**src/logic/uart_defs.svh**
```systemverilog
`ifndef UART_DEFS_SVH
`define UART_DEFS_SVH

// System clock and default line rate
`define UART_CLK_FREQ_HZ 125000000
`define UART_BAUD_RATE   115200

// Receiver samples per bit period
`define UART_OVERSAMPLE 16

// Cycles per bit at the default rate, kept inside 1..65535
`define UART_DEFAULT_DIV_RAW (`UART_CLK_FREQ_HZ / `UART_BAUD_RATE)
`define UART_DEFAULT_DIV ((`UART_DEFAULT_DIV_RAW < 1) ? 1 : \
    ((`UART_DEFAULT_DIV_RAW > 65535) ? 65535 : `UART_DEFAULT_DIV_RAW))

// Transmit queue entries, power of two
`define UART_TX_FIFO_DEPTH 8

`endif

```
**src/logic/uart_pkg.sv**
```systemverilog
package uart_pkg;

    // Runtime configuration of the core
    typedef struct packed {
        logic [15:0] baud_divisor;  // Cycles per bit, 0 selects default
        logic        cts_gate_en;   // 0 ignores uart_cts_n
    } uart_cfg_t;

    // One received byte with its qualifiers
    typedef struct packed {
        logic [7:0] data;
        logic       valid;          // Good frame pulse
        logic       frame_err;      // Stop bit was low
    } uart_rx_result_t;

    // Status levels seen from the bus side
    typedef struct packed {
        logic       tx_busy;
        logic       fifo_full;
        logic       fifo_empty;
        logic [3:0] fifo_count;
    } uart_status_t;

endpackage

```
**src/logic/uart_tx_fifo.sv**
```systemverilog
`timescale 1ns/1ps
`include "uart_defs.svh"

module uart_tx_fifo (
    input  logic       clk,
    input  logic       rst,
    input  logic       flush,       // Empties the queue in one cycle
    input  logic       push,
    input  logic [7:0] push_data,
    input  logic       take,        // Pop strobe from the transmitter
    output logic [7:0] head_data,
    output logic       head_avail,
    output logic       full,
    output logic [3:0] count
);

    localparam int DEPTH = `UART_TX_FIFO_DEPTH;
    localparam int AW = $clog2(DEPTH);

    logic [7:0]    mem [DEPTH];
    logic [AW-1:0] wr_ptr;
    logic [AW-1:0] rd_ptr;
    logic [3:0]    count_q;
    logic          do_push;
    logic          do_pop;

    // Full queue drops the push, empty queue ignores take
    assign do_push = push && !full && !flush;
    assign do_pop = take && head_avail;

    always_ff @(posedge clk) begin
        if (do_push) begin
            mem[wr_ptr] <= push_data;
        end
    end

    always_ff @(posedge clk) begin
        if (rst || flush) begin
            wr_ptr <= '0;
            rd_ptr <= '0;
        end else begin
            if (do_push) begin
                wr_ptr <= wr_ptr + 1'b1;    // Wraps at DEPTH
            end
            if (do_pop) begin
                rd_ptr <= rd_ptr + 1'b1;
            end
        end
    end

    // Occupancy, push and pop together leave it unchanged
    always_ff @(posedge clk) begin
        if (rst || flush) begin
            count_q <= '0;
        end else begin
            case ({do_push, do_pop})
                2'b10:   count_q <= count_q + 4'd1;
                2'b01:   count_q <= count_q - 4'd1;
                default: count_q <= count_q;
            endcase
        end
    end

    assign head_data = mem[rd_ptr];
    assign head_avail = (count_q != 4'd0);
    assign full = (count_q == 4'(DEPTH));
    assign count = count_q;

endmodule

```
**src/logic/uart_tx.sv**
```systemverilog
`timescale 1ns/1ps
`include "uart_defs.svh"

module uart_tx import uart_pkg::*; (
    input  logic       clk,
    input  logic       rst,
    input  logic       soft_reset,
    input  uart_cfg_t  cfg,
    input  logic [7:0] head_data,
    input  logic       head_avail,
    input  logic       uart_cts_n,      // Active low clear to send
    output logic       take,
    output logic       uart_txd,
    output logic       tx_busy,
    output logic       tx_done
);

    localparam logic [15:0] DEFAULT_DIV = 16'(`UART_DEFAULT_DIV);

    typedef enum logic [1:0] {
        ST_IDLE,
        ST_START,
        ST_DATA,
        ST_STOP
    } tx_state_t;

    tx_state_t   state;
    logic [15:0] div_q;         // Divisor of the frame in flight
    logic [15:0] baud_cnt;
    logic        baud_tick;
    logic [2:0]  bit_cnt;
    logic [7:0]  shift_q;
    logic        cts_ok;
    logic        done_q;

    assign cts_ok = !cfg.cts_gate_en || !uart_cts_n;

    // Leave idle with the head byte
    assign take = (state == ST_IDLE) && head_avail && cts_ok && !soft_reset;

    // Divisor may only change between frames
    always_ff @(posedge clk) begin
        if (rst) begin
            div_q <= DEFAULT_DIV;
        end else if (state == ST_IDLE) begin
            div_q <= (cfg.baud_divisor != 16'd0) ? cfg.baud_divisor : DEFAULT_DIV;
        end
    end

    // One tick at the last cycle of every bit period
    assign baud_tick = (state != ST_IDLE) && (baud_cnt == div_q - 16'd1);

    always_ff @(posedge clk) begin
        if (rst || soft_reset || state == ST_IDLE || baud_tick) begin
            baud_cnt <= '0;
        end else begin
            baud_cnt <= baud_cnt + 16'd1;
        end
    end

    always_ff @(posedge clk) begin
        if (rst || soft_reset) begin
            state   <= ST_IDLE;
            bit_cnt <= '0;
        end else begin
            case (state)
                ST_IDLE: begin
                    bit_cnt <= '0;
                    if (take) begin
                        state <= ST_START;
                    end
                end
                ST_START: begin
                    if (baud_tick && cts_ok) begin  // Else another start period
                        state <= ST_DATA;
                    end
                end
                ST_DATA: begin
                    if (baud_tick) begin
                        bit_cnt <= bit_cnt + 3'd1;
                        if (bit_cnt == 3'd7) begin
                            state <= ST_STOP;
                        end
                    end
                end
                ST_STOP: begin
                    if (baud_tick) begin
                        state <= ST_IDLE;
                    end
                end
                default: state <= ST_IDLE;
            endcase
        end
    end

    // Data shifts out LSB first
    always_ff @(posedge clk) begin
        if (take) begin
            shift_q <= head_data;
        end else if (state == ST_DATA && baud_tick) begin
            shift_q <= {1'b0, shift_q[7:1]};
        end
    end

    always_ff @(posedge clk) begin
        if (rst || soft_reset) begin
            done_q <= 1'b0;
        end else begin
            done_q <= (state == ST_STOP) && baud_tick;
        end
    end

    always_comb begin
        case (state)
            ST_START: uart_txd = 1'b0;
            ST_DATA:  uart_txd = shift_q[0];
            default:  uart_txd = 1'b1;  // Idle and stop
        endcase
    end

    assign tx_busy = (state != ST_IDLE);
    assign tx_done = done_q;

    a_done_pulse: assert property (@(posedge clk) disable iff (rst)
        tx_done |-> !tx_busy && uart_txd ##1 !tx_done);
    a_idle_high: assert property (@(posedge clk) disable iff (rst)
        !tx_busy && !take |=> uart_txd);
    a_take_from_idle: assert property (@(posedge clk) disable iff (rst)
        take |-> !tx_busy ##1 (tx_busy && !uart_txd));

endmodule

```
**src/logic/uart_rx.sv**
```systemverilog
`timescale 1ns/1ps
`include "uart_defs.svh"

module uart_rx import uart_pkg::*; (
    input  logic            clk,
    input  logic            rst,
    input  logic            soft_reset,
    input  uart_cfg_t       cfg,
    input  logic            uart_rxd,
    output uart_rx_result_t rx
);

    localparam logic [15:0] DEFAULT_DIV = 16'(`UART_DEFAULT_DIV);
    localparam int OVERSAMPLE = `UART_OVERSAMPLE;

    typedef enum logic [1:0] {
        ST_IDLE,
        ST_START,
        ST_DATA,
        ST_STOP
    } rx_state_t;

    rx_state_t   state;
    logic        rxd_meta;
    logic        rxd_s;
    logic        rxd_d;         // Previous synchronized level for edge detect
    logic [15:0] div_q;
    logic [15:0] tick_limit;
    logic [15:0] tick_cnt;
    logic        tick;
    logic [3:0]  samp_cnt;      // Ticks within the current bit
    logic [2:0]  bit_cnt;
    logic [7:0]  shift_q;
    logic        valid_q;
    logic        err_q;

    // Two flops against metastability, line idles high
    always_ff @(posedge clk) begin
        if (rst) begin
            rxd_meta <= 1'b1;
            rxd_s    <= 1'b1;
            rxd_d    <= 1'b1;
        end else begin
            rxd_meta <= uart_rxd;
            rxd_s    <= rxd_meta;
            rxd_d    <= rxd_s;
        end
    end

    always_ff @(posedge clk) begin
        if (rst) begin
            div_q <= DEFAULT_DIV;
        end else if (state == ST_IDLE) begin
            div_q <= (cfg.baud_divisor != 16'd0) ? cfg.baud_divisor : DEFAULT_DIV;
        end
    end

    // Sample tick every div/OVERSAMPLE cycles
    assign tick_limit = (div_q >= 16'(OVERSAMPLE)) ? (div_q / 16'(OVERSAMPLE)) - 16'd1 : 16'd0;
    assign tick = (state != ST_IDLE) && (tick_cnt == tick_limit);

    always_ff @(posedge clk) begin
        if (rst || soft_reset || state == ST_IDLE || tick) begin
            tick_cnt <= '0;
        end else begin
            tick_cnt <= tick_cnt + 16'd1;
        end
    end

    always_ff @(posedge clk) begin
        if (rst || soft_reset) begin
            state    <= ST_IDLE;
            samp_cnt <= '0;
            bit_cnt  <= '0;
            valid_q  <= 1'b0;
            err_q    <= 1'b0;
        end else begin
            valid_q <= 1'b0;
            err_q   <= 1'b0;
            case (state)
                ST_IDLE: begin
                    samp_cnt <= '0;
                    bit_cnt  <= '0;
                    if (rxd_d && !rxd_s) begin  // Falling edge
                        state <= ST_START;
                    end
                end
                ST_START: begin
                    if (tick) begin
                        samp_cnt <= samp_cnt + 4'd1;
                        if (samp_cnt == 4'd7) begin
                            samp_cnt <= '0;
                            state    <= rxd_s ? ST_IDLE : ST_DATA;  // Glitch goes back
                        end
                    end
                end
                ST_DATA: begin
                    if (tick) begin
                        samp_cnt <= samp_cnt + 4'd1;   // Wraps after 16 ticks
                        if (samp_cnt == 4'd15) begin
                            bit_cnt <= bit_cnt + 3'd1;
                            if (bit_cnt == 3'd7) begin
                                state <= ST_STOP;
                            end
                        end
                    end
                end
                ST_STOP: begin
                    if (tick) begin
                        samp_cnt <= samp_cnt + 4'd1;
                        if (samp_cnt == 4'd15) begin
                            valid_q <= rxd_s;
                            err_q   <= !rxd_s;
                            state   <= ST_IDLE;
                        end
                    end
                end
                default: state <= ST_IDLE;
            endcase
        end
    end

    // LSB arrives first, so shift in from the top
    always_ff @(posedge clk) begin
        if (state == ST_DATA && tick && samp_cnt == 4'd15) begin
            shift_q <= {rxd_s, shift_q[7:1]};
        end
    end

    assign rx = '{data: shift_q, valid: valid_q, frame_err: err_q};

    a_one_result: assert property (@(posedge clk) disable iff (rst)
        (rx.valid || rx.frame_err) |-> !(rx.valid && rx.frame_err)
            ##1 !(rx.valid || rx.frame_err));
    a_div_min: assert property (@(posedge clk) disable iff (rst)
        (state != ST_IDLE) |-> div_q >= 16'(OVERSAMPLE));

endmodule

```
**src/logic/uart_core.sv**
```systemverilog
`timescale 1ns/1ps

module uart_core import uart_pkg::*; (
    input  logic            clk,
    input  logic            rst,
    input  uart_cfg_t       cfg,
    input  logic            soft_reset,
    input  logic [7:0]      wr_data,
    input  logic            wr_en,
    input  logic            uart_cts_n,
    input  logic            uart_rxd,
    output logic            uart_txd,
    output uart_status_t    status,
    output uart_rx_result_t rx,
    output logic            tx_done
);

    logic [7:0] head_data;
    logic       head_avail;
    logic       take;
    logic       fifo_full;
    logic [3:0] fifo_count;
    logic       tx_busy;

    uart_tx_fifo fifo0 (
        .clk        (clk),
        .rst        (rst),
        .flush      (soft_reset),
        .push       (wr_en),
        .push_data  (wr_data),
        .take       (take),
        .head_data  (head_data),
        .head_avail (head_avail),
        .full       (fifo_full),
        .count      (fifo_count)
    );

    uart_tx tx0 (
        .clk        (clk),
        .rst        (rst),
        .soft_reset (soft_reset),
        .cfg        (cfg),
        .head_data  (head_data),
        .head_avail (head_avail),
        .uart_cts_n (uart_cts_n),
        .take       (take),
        .uart_txd   (uart_txd),
        .tx_busy    (tx_busy),
        .tx_done    (tx_done)
    );

    uart_rx rx0 (
        .clk        (clk),
        .rst        (rst),
        .soft_reset (soft_reset),
        .cfg        (cfg),
        .uart_rxd   (uart_rxd),
        .rx         (rx)
    );

    // Empty is simply the inverse of the availability level
    assign status = '{tx_busy: tx_busy, fifo_full: fifo_full,
                      fifo_empty: !head_avail, fifo_count: fifo_count};

endmodule

```
**config.mk**
```make
export PLATFORM = sky130hd
export DESIGN_NAME = uart_core
export DESIGN_NICKNAME = d
export VERILOG_FILES = /design/src/logic/uart_pkg.sv /design/src/logic/uart_tx_fifo.sv /design/src/logic/uart_tx.sv /design/src/logic/uart_rx.sv /design/src/logic/uart_core.sv
export VERILOG_INCLUDE_DIRS = /design/src /design/src/logic
export SDC_FILE = /design/constraint.sdc
export NUM_CORES = 1
export LEC_CHECK = 0
export ABC_AREA = 1
export BUFFER_PORTS_ARGS = -buffer_cell sky130_fd_sc_hd__buf_2
export CORE_MARGIN = 5
export CORE_UTILIZATION = 55
export CTS_BUF_LIST = sky130_fd_sc_hd__clkbuf_8 sky130_fd_sc_hd__clkbuf_16
export CTS_CLUSTER_SIZE = 30
export DETAILED_ROUTE_END_ITERATION = 16
export PLACE_DENSITY_LB_ADDON = 0.1
export RECOVER_POWER = 50
export SYNTH_ARGS = -nofsm -noshare
export SYNTH_HDL_FRONTEND = slang
export SYNTH_SLANG_ARGS = --single-unit
```
**constraint.sdc**
```tcl
create_clock -name clk -period 3 [get_ports clk]
set_clock_uncertainty 0.15 [all_clocks]
set_input_delay 0.45 -clock clk [delete_from_list [all_inputs] [get_ports clk]]
set_output_delay 0.45 -clock clk [all_outputs]
set_load 0.02 [all_outputs]
```
==> impl_metrics.py <==
metrics = {
    "synthesis": {
        "synth_cell_types": 42,
        "seq_area_frac_synth": 0.5184,
        "synth_edf_count": 80,
        "syn_nets": 1037,
        "synth_seq_cells": 177,
        "netlist_area_um2": 8381,
        "synthArstFlopShare": 0,
        "syn-instance-count": 986,
        "postSynthAreaPerCell_um2": 8.500,
        "yosys_most_used_dff": "dfxtp_1",
        "synth_warnings": 0,
    },
    "clock_tree": {
        "htree_levels": 4,
        "cts_num_sinks": 177,
        "cts_made_buffers": 17,
        "clk_pin_slew_ns": 0.07,
        "clk_latency_ns": 0.43,
        "clockRootBuffer": "clkbuf_16",
        "cts.repair.resized": 0,
        "cts_hold_buf": 0,
        "clock_path_buffers": 2,
        "post_cts_buffers": 0,
        "cts_tree": "yes",
    },
    "critical_path": {
        "r2r_cells": 15,
        "crit_top_cell": "nand2_1",
        "rr_startpoint": "rx0.div_q[4]",
        "cp_max_fo": 8,
        "end_kind": "flip-flop",
        "slowest_stage": "dfxtp_1",
        "max_stage_delay_ns": 0.31,
        "cp_data_required_time_ns": 2.99,
        "crit_chain": "inv_1 > ha_2 > nand2_2 > nor2_4 > nand2_1 > o21ai_0 > nand2_1 > nor2_1 > nand2_1 > nor2_1 > nand2_1 > nor2_4 > nand2_2 > nor3_1 > buf_4",
        "r2r-end": "rx0.shift_q[4]",
        "r2r_setup_slack_ns": 0.17,
        "worstSetupPathType": "flip-flop to flip-flop",
        "start_kind": "flip-flop",
        "worst_ep_arrival_time_ns": 2.82,
    },
    "timing": {
        "fin_crit_ns": 2.833,
        "hold_viol": 0,
        "grt_setup_unrepaired": "no",
        "tns_ns": 0,
        "max_slew_margin": 0.2514,
        "maxSlewViolCount": 0,
        "finalSetupViolCount": 0,
        "max_freq_ghz": 0.3530,
        "fin_crit_sh": 0.9443,
        "whs_ns": 0.04763,
        "tightest_slew_ns": 1.123,
    },
    "detailed_routing": {
        "first_iter_violations": 403,
        "first_pass_iters": 5,
        "wl_um": 17090,
        "wl_per_cell_um": 13.70,
        "drcViolationCount": 0,
        "via_per_inst": 5.210,
        "ant_nets": 0,
        "vias": 6497,
    },
    "grt": {
        "grt_pass1_vias": 5984,
        "track_usage": 0.1986,
        "grt_max_degree": 32,
        "grt_pass1_wl_um": 28640,
        "overflow": 0,
        "grt_antenna_before_repair": 0,
    },
    "floorplan": {
        "pin_count": 50,
        "core_um2": 15090,
        "die_area_um2": 17810,
        "chipHeight_um": 133.4,
        "initial_utilization": 0.5554,
        "die_w_um": 133.4,
        "rows": 45,
    },
    "placement": {
        "io_buffers": 49,
        "place_congestion": 0.8603,
        "dp_hpwl_um": 12300,
    },
    "min_path": {
        "hold_end": "rx0.rxd_meta",
        "hold_class": "input port to flip-flop",
        "hp-start": "uart_rxd",
        "min_path_cells": 2,
    },
    "layout": {
        "drive_gt1_frac": 0.09443,
        "utilization": 0.6255,
        "area_growth_pct": 12.62,
        "fillerInstances": 1326,
        "n_antenna_cell": 0,
        "nNetsFinal": 1097,
    },
    "power_and_ir_drop": {
        "peakVddDrop_uv": 382.2,
        "p_per_area_nw_per_um2": 552.6,
        "power.leakage_nw": 3.713,
    },
    "run": {
        "cap_violations": 0,
    },
    "status": {
        "status": "finished, final reports clean",
    },
}
-- report_power, final --
part | switching, mW | internal [mW]
sequential | 0.0557 | 2.58
combinational | 0.283 | 0.155
clock | 1.01 | 1.13
-- Yosys cell counts (13+ instances only) --
cell type / n / share of area
clkbuf_1: 22 / 0.0099
nand4_1: 17 / 0.013
xnor2_1: 13 / 0.014
ha_1: 19 / 0.028
o32ai_1: 16 / 0.017
nor2_1: 158 / 0.071
nor3_1: 17 / 0.010
nand2_1: 165 / 0.074
inv_1: 114 / 0.051
nand3_1: 45 / 0.027
edfxtp_1: 80 / 0.29
dfxtp_1: 97 / 0.23
o21ai_0: 70 / 0.042
xor2_1: 28 / 0.029
a21oi_1: 63 / 0.038
-- how the worst max path moves through the flow --
stage | slack, ns | start | cells past startpoint | to
3_3_place_gp | 0.18 | rx0.div_q[4] | 14 | rx0.shift_q[4]
3_5_place_dp | 0.07 | rx0.div_q[4] | 14 | rx0.shift_q[3]
2_1_floorplan | 0.05 | fifo0.count[0] | 17 | fifo0.count[3]
4_1_cts | 0.06 | rx0.div_q[4] | 14 | rx0.shift_q[4]
5_1_grt | 0.00008 | rx0.div_q[4] | 13 | rx0.shift_q[3]
6_report | 0.17 | rx0.div_q[4] | 15 | rx0.shift_q[4]
-- per-layer routing --
metal	GRT usage	wire, um	up-vias
li1	-	-	3392
met1	0.2829	8754	2973
met2	0.3098	7553	117
met3	0.04607	623	15
met4	0.04800	154	0
met5	0	0	-
-- critical path, delay by kind of cell, from the launching register on --
family | cells | cell delay [ns]
and+or+nand+nor | 11 | 1.33
buffers and inverters | 2 | 0.34
DFF | 1 | 0.31
adders and majority gates | 1 | 0.24
AOI/OAI and AO/OA | 1 | 0.16
-- registers in the layout, indices dropped and copies added (netlist names), 2 cells and up, named ones only --
register / cells
rx0.tick_cnt: 16
tx0.state: 2
tx0.baud_cnt: 16
fifo0.wr_ptr: 3
fifo0.rd_ptr: 3
tx0.shift_q: 8
tx0.bit_cnt: 3
fifo0.mem: 64
rx0.bit_cnt: 3
tx0.div_q: 16
fifo0.count: 4
rx0.shift_q: 8
rx0.div_q: 16
rx0.samp_cnt: 4
-- metrics by stage --
stage / setup WS, ns / std cells / power [mW] / area [um2]
floorplan: 0.04708 / 986 / 2.992 / 8381
global placement: 0.1766 / 1213 / 3.126 / 8869
detailed placement: 0.07246 / 1213 / 3.128 / 8869
CTS: 0.06448 / 1245 / 5.260 / 9452
global route: 0.00008260 / 1247 / 5.428 / 9438
finish: 0.1671 / 1247 / 5.215 / 9438
-- cells by family (layout without fill, tap and decap cells) --
kind of cell,count (synthesis),count (layout),synth area share
AND/OR/NAND/NOR,441,443,0.2316
flip-flops,177,177,0.5184
AO/OA/AOI/OAI,162,162,0.1076
buffers and inverters,145,216,0.06883
XOR/XNOR,41,41,0.04285
adder cells (fa/ha/maj),20,20,0.03076
-- area by class of cell --
type	instances	area (um2)	area share
flip-flops and latches	177	4344	0.4603
multi-input cells	666	3505	0.3713
clock buffers	18	439.2	0.04653
inverters	115	431.7	0.04574
repair buffers	69	339.1	0.03593
well taps	188	235.2	0.02492
clock inverters	14	143.9	0.01525
-- cell usage in the layout, fill, tap and decap left out, types with 2 or more instances in the layout --
cell type	instances
a211oi_1	4
a21oi_1	63
buf_2	25
buf_4	13
clkbuf_1	31
clkbuf_16	17
clkinv_4	5
dfxtp_1	97
edfxtp_1	80
ha_1	18
inv_1	114
inv_8	6
nand2_1	163
nand2_2	4
nand3_1	45
nand3_2	3
nand3_4	2
nand4_1	17
nor2_1	157
nor2_2	4
nor2_4	3
nor3_1	17
nor3_2	2
nor3b_1	9
nor4_1	5
o21a_1	2
o21ai_0	70
o21ai_1	2
o32ai_1	16
or2_2	7
xnor2_1	13
xor2_1	27
Note: power is estimated with default switching activity, not from simulation.
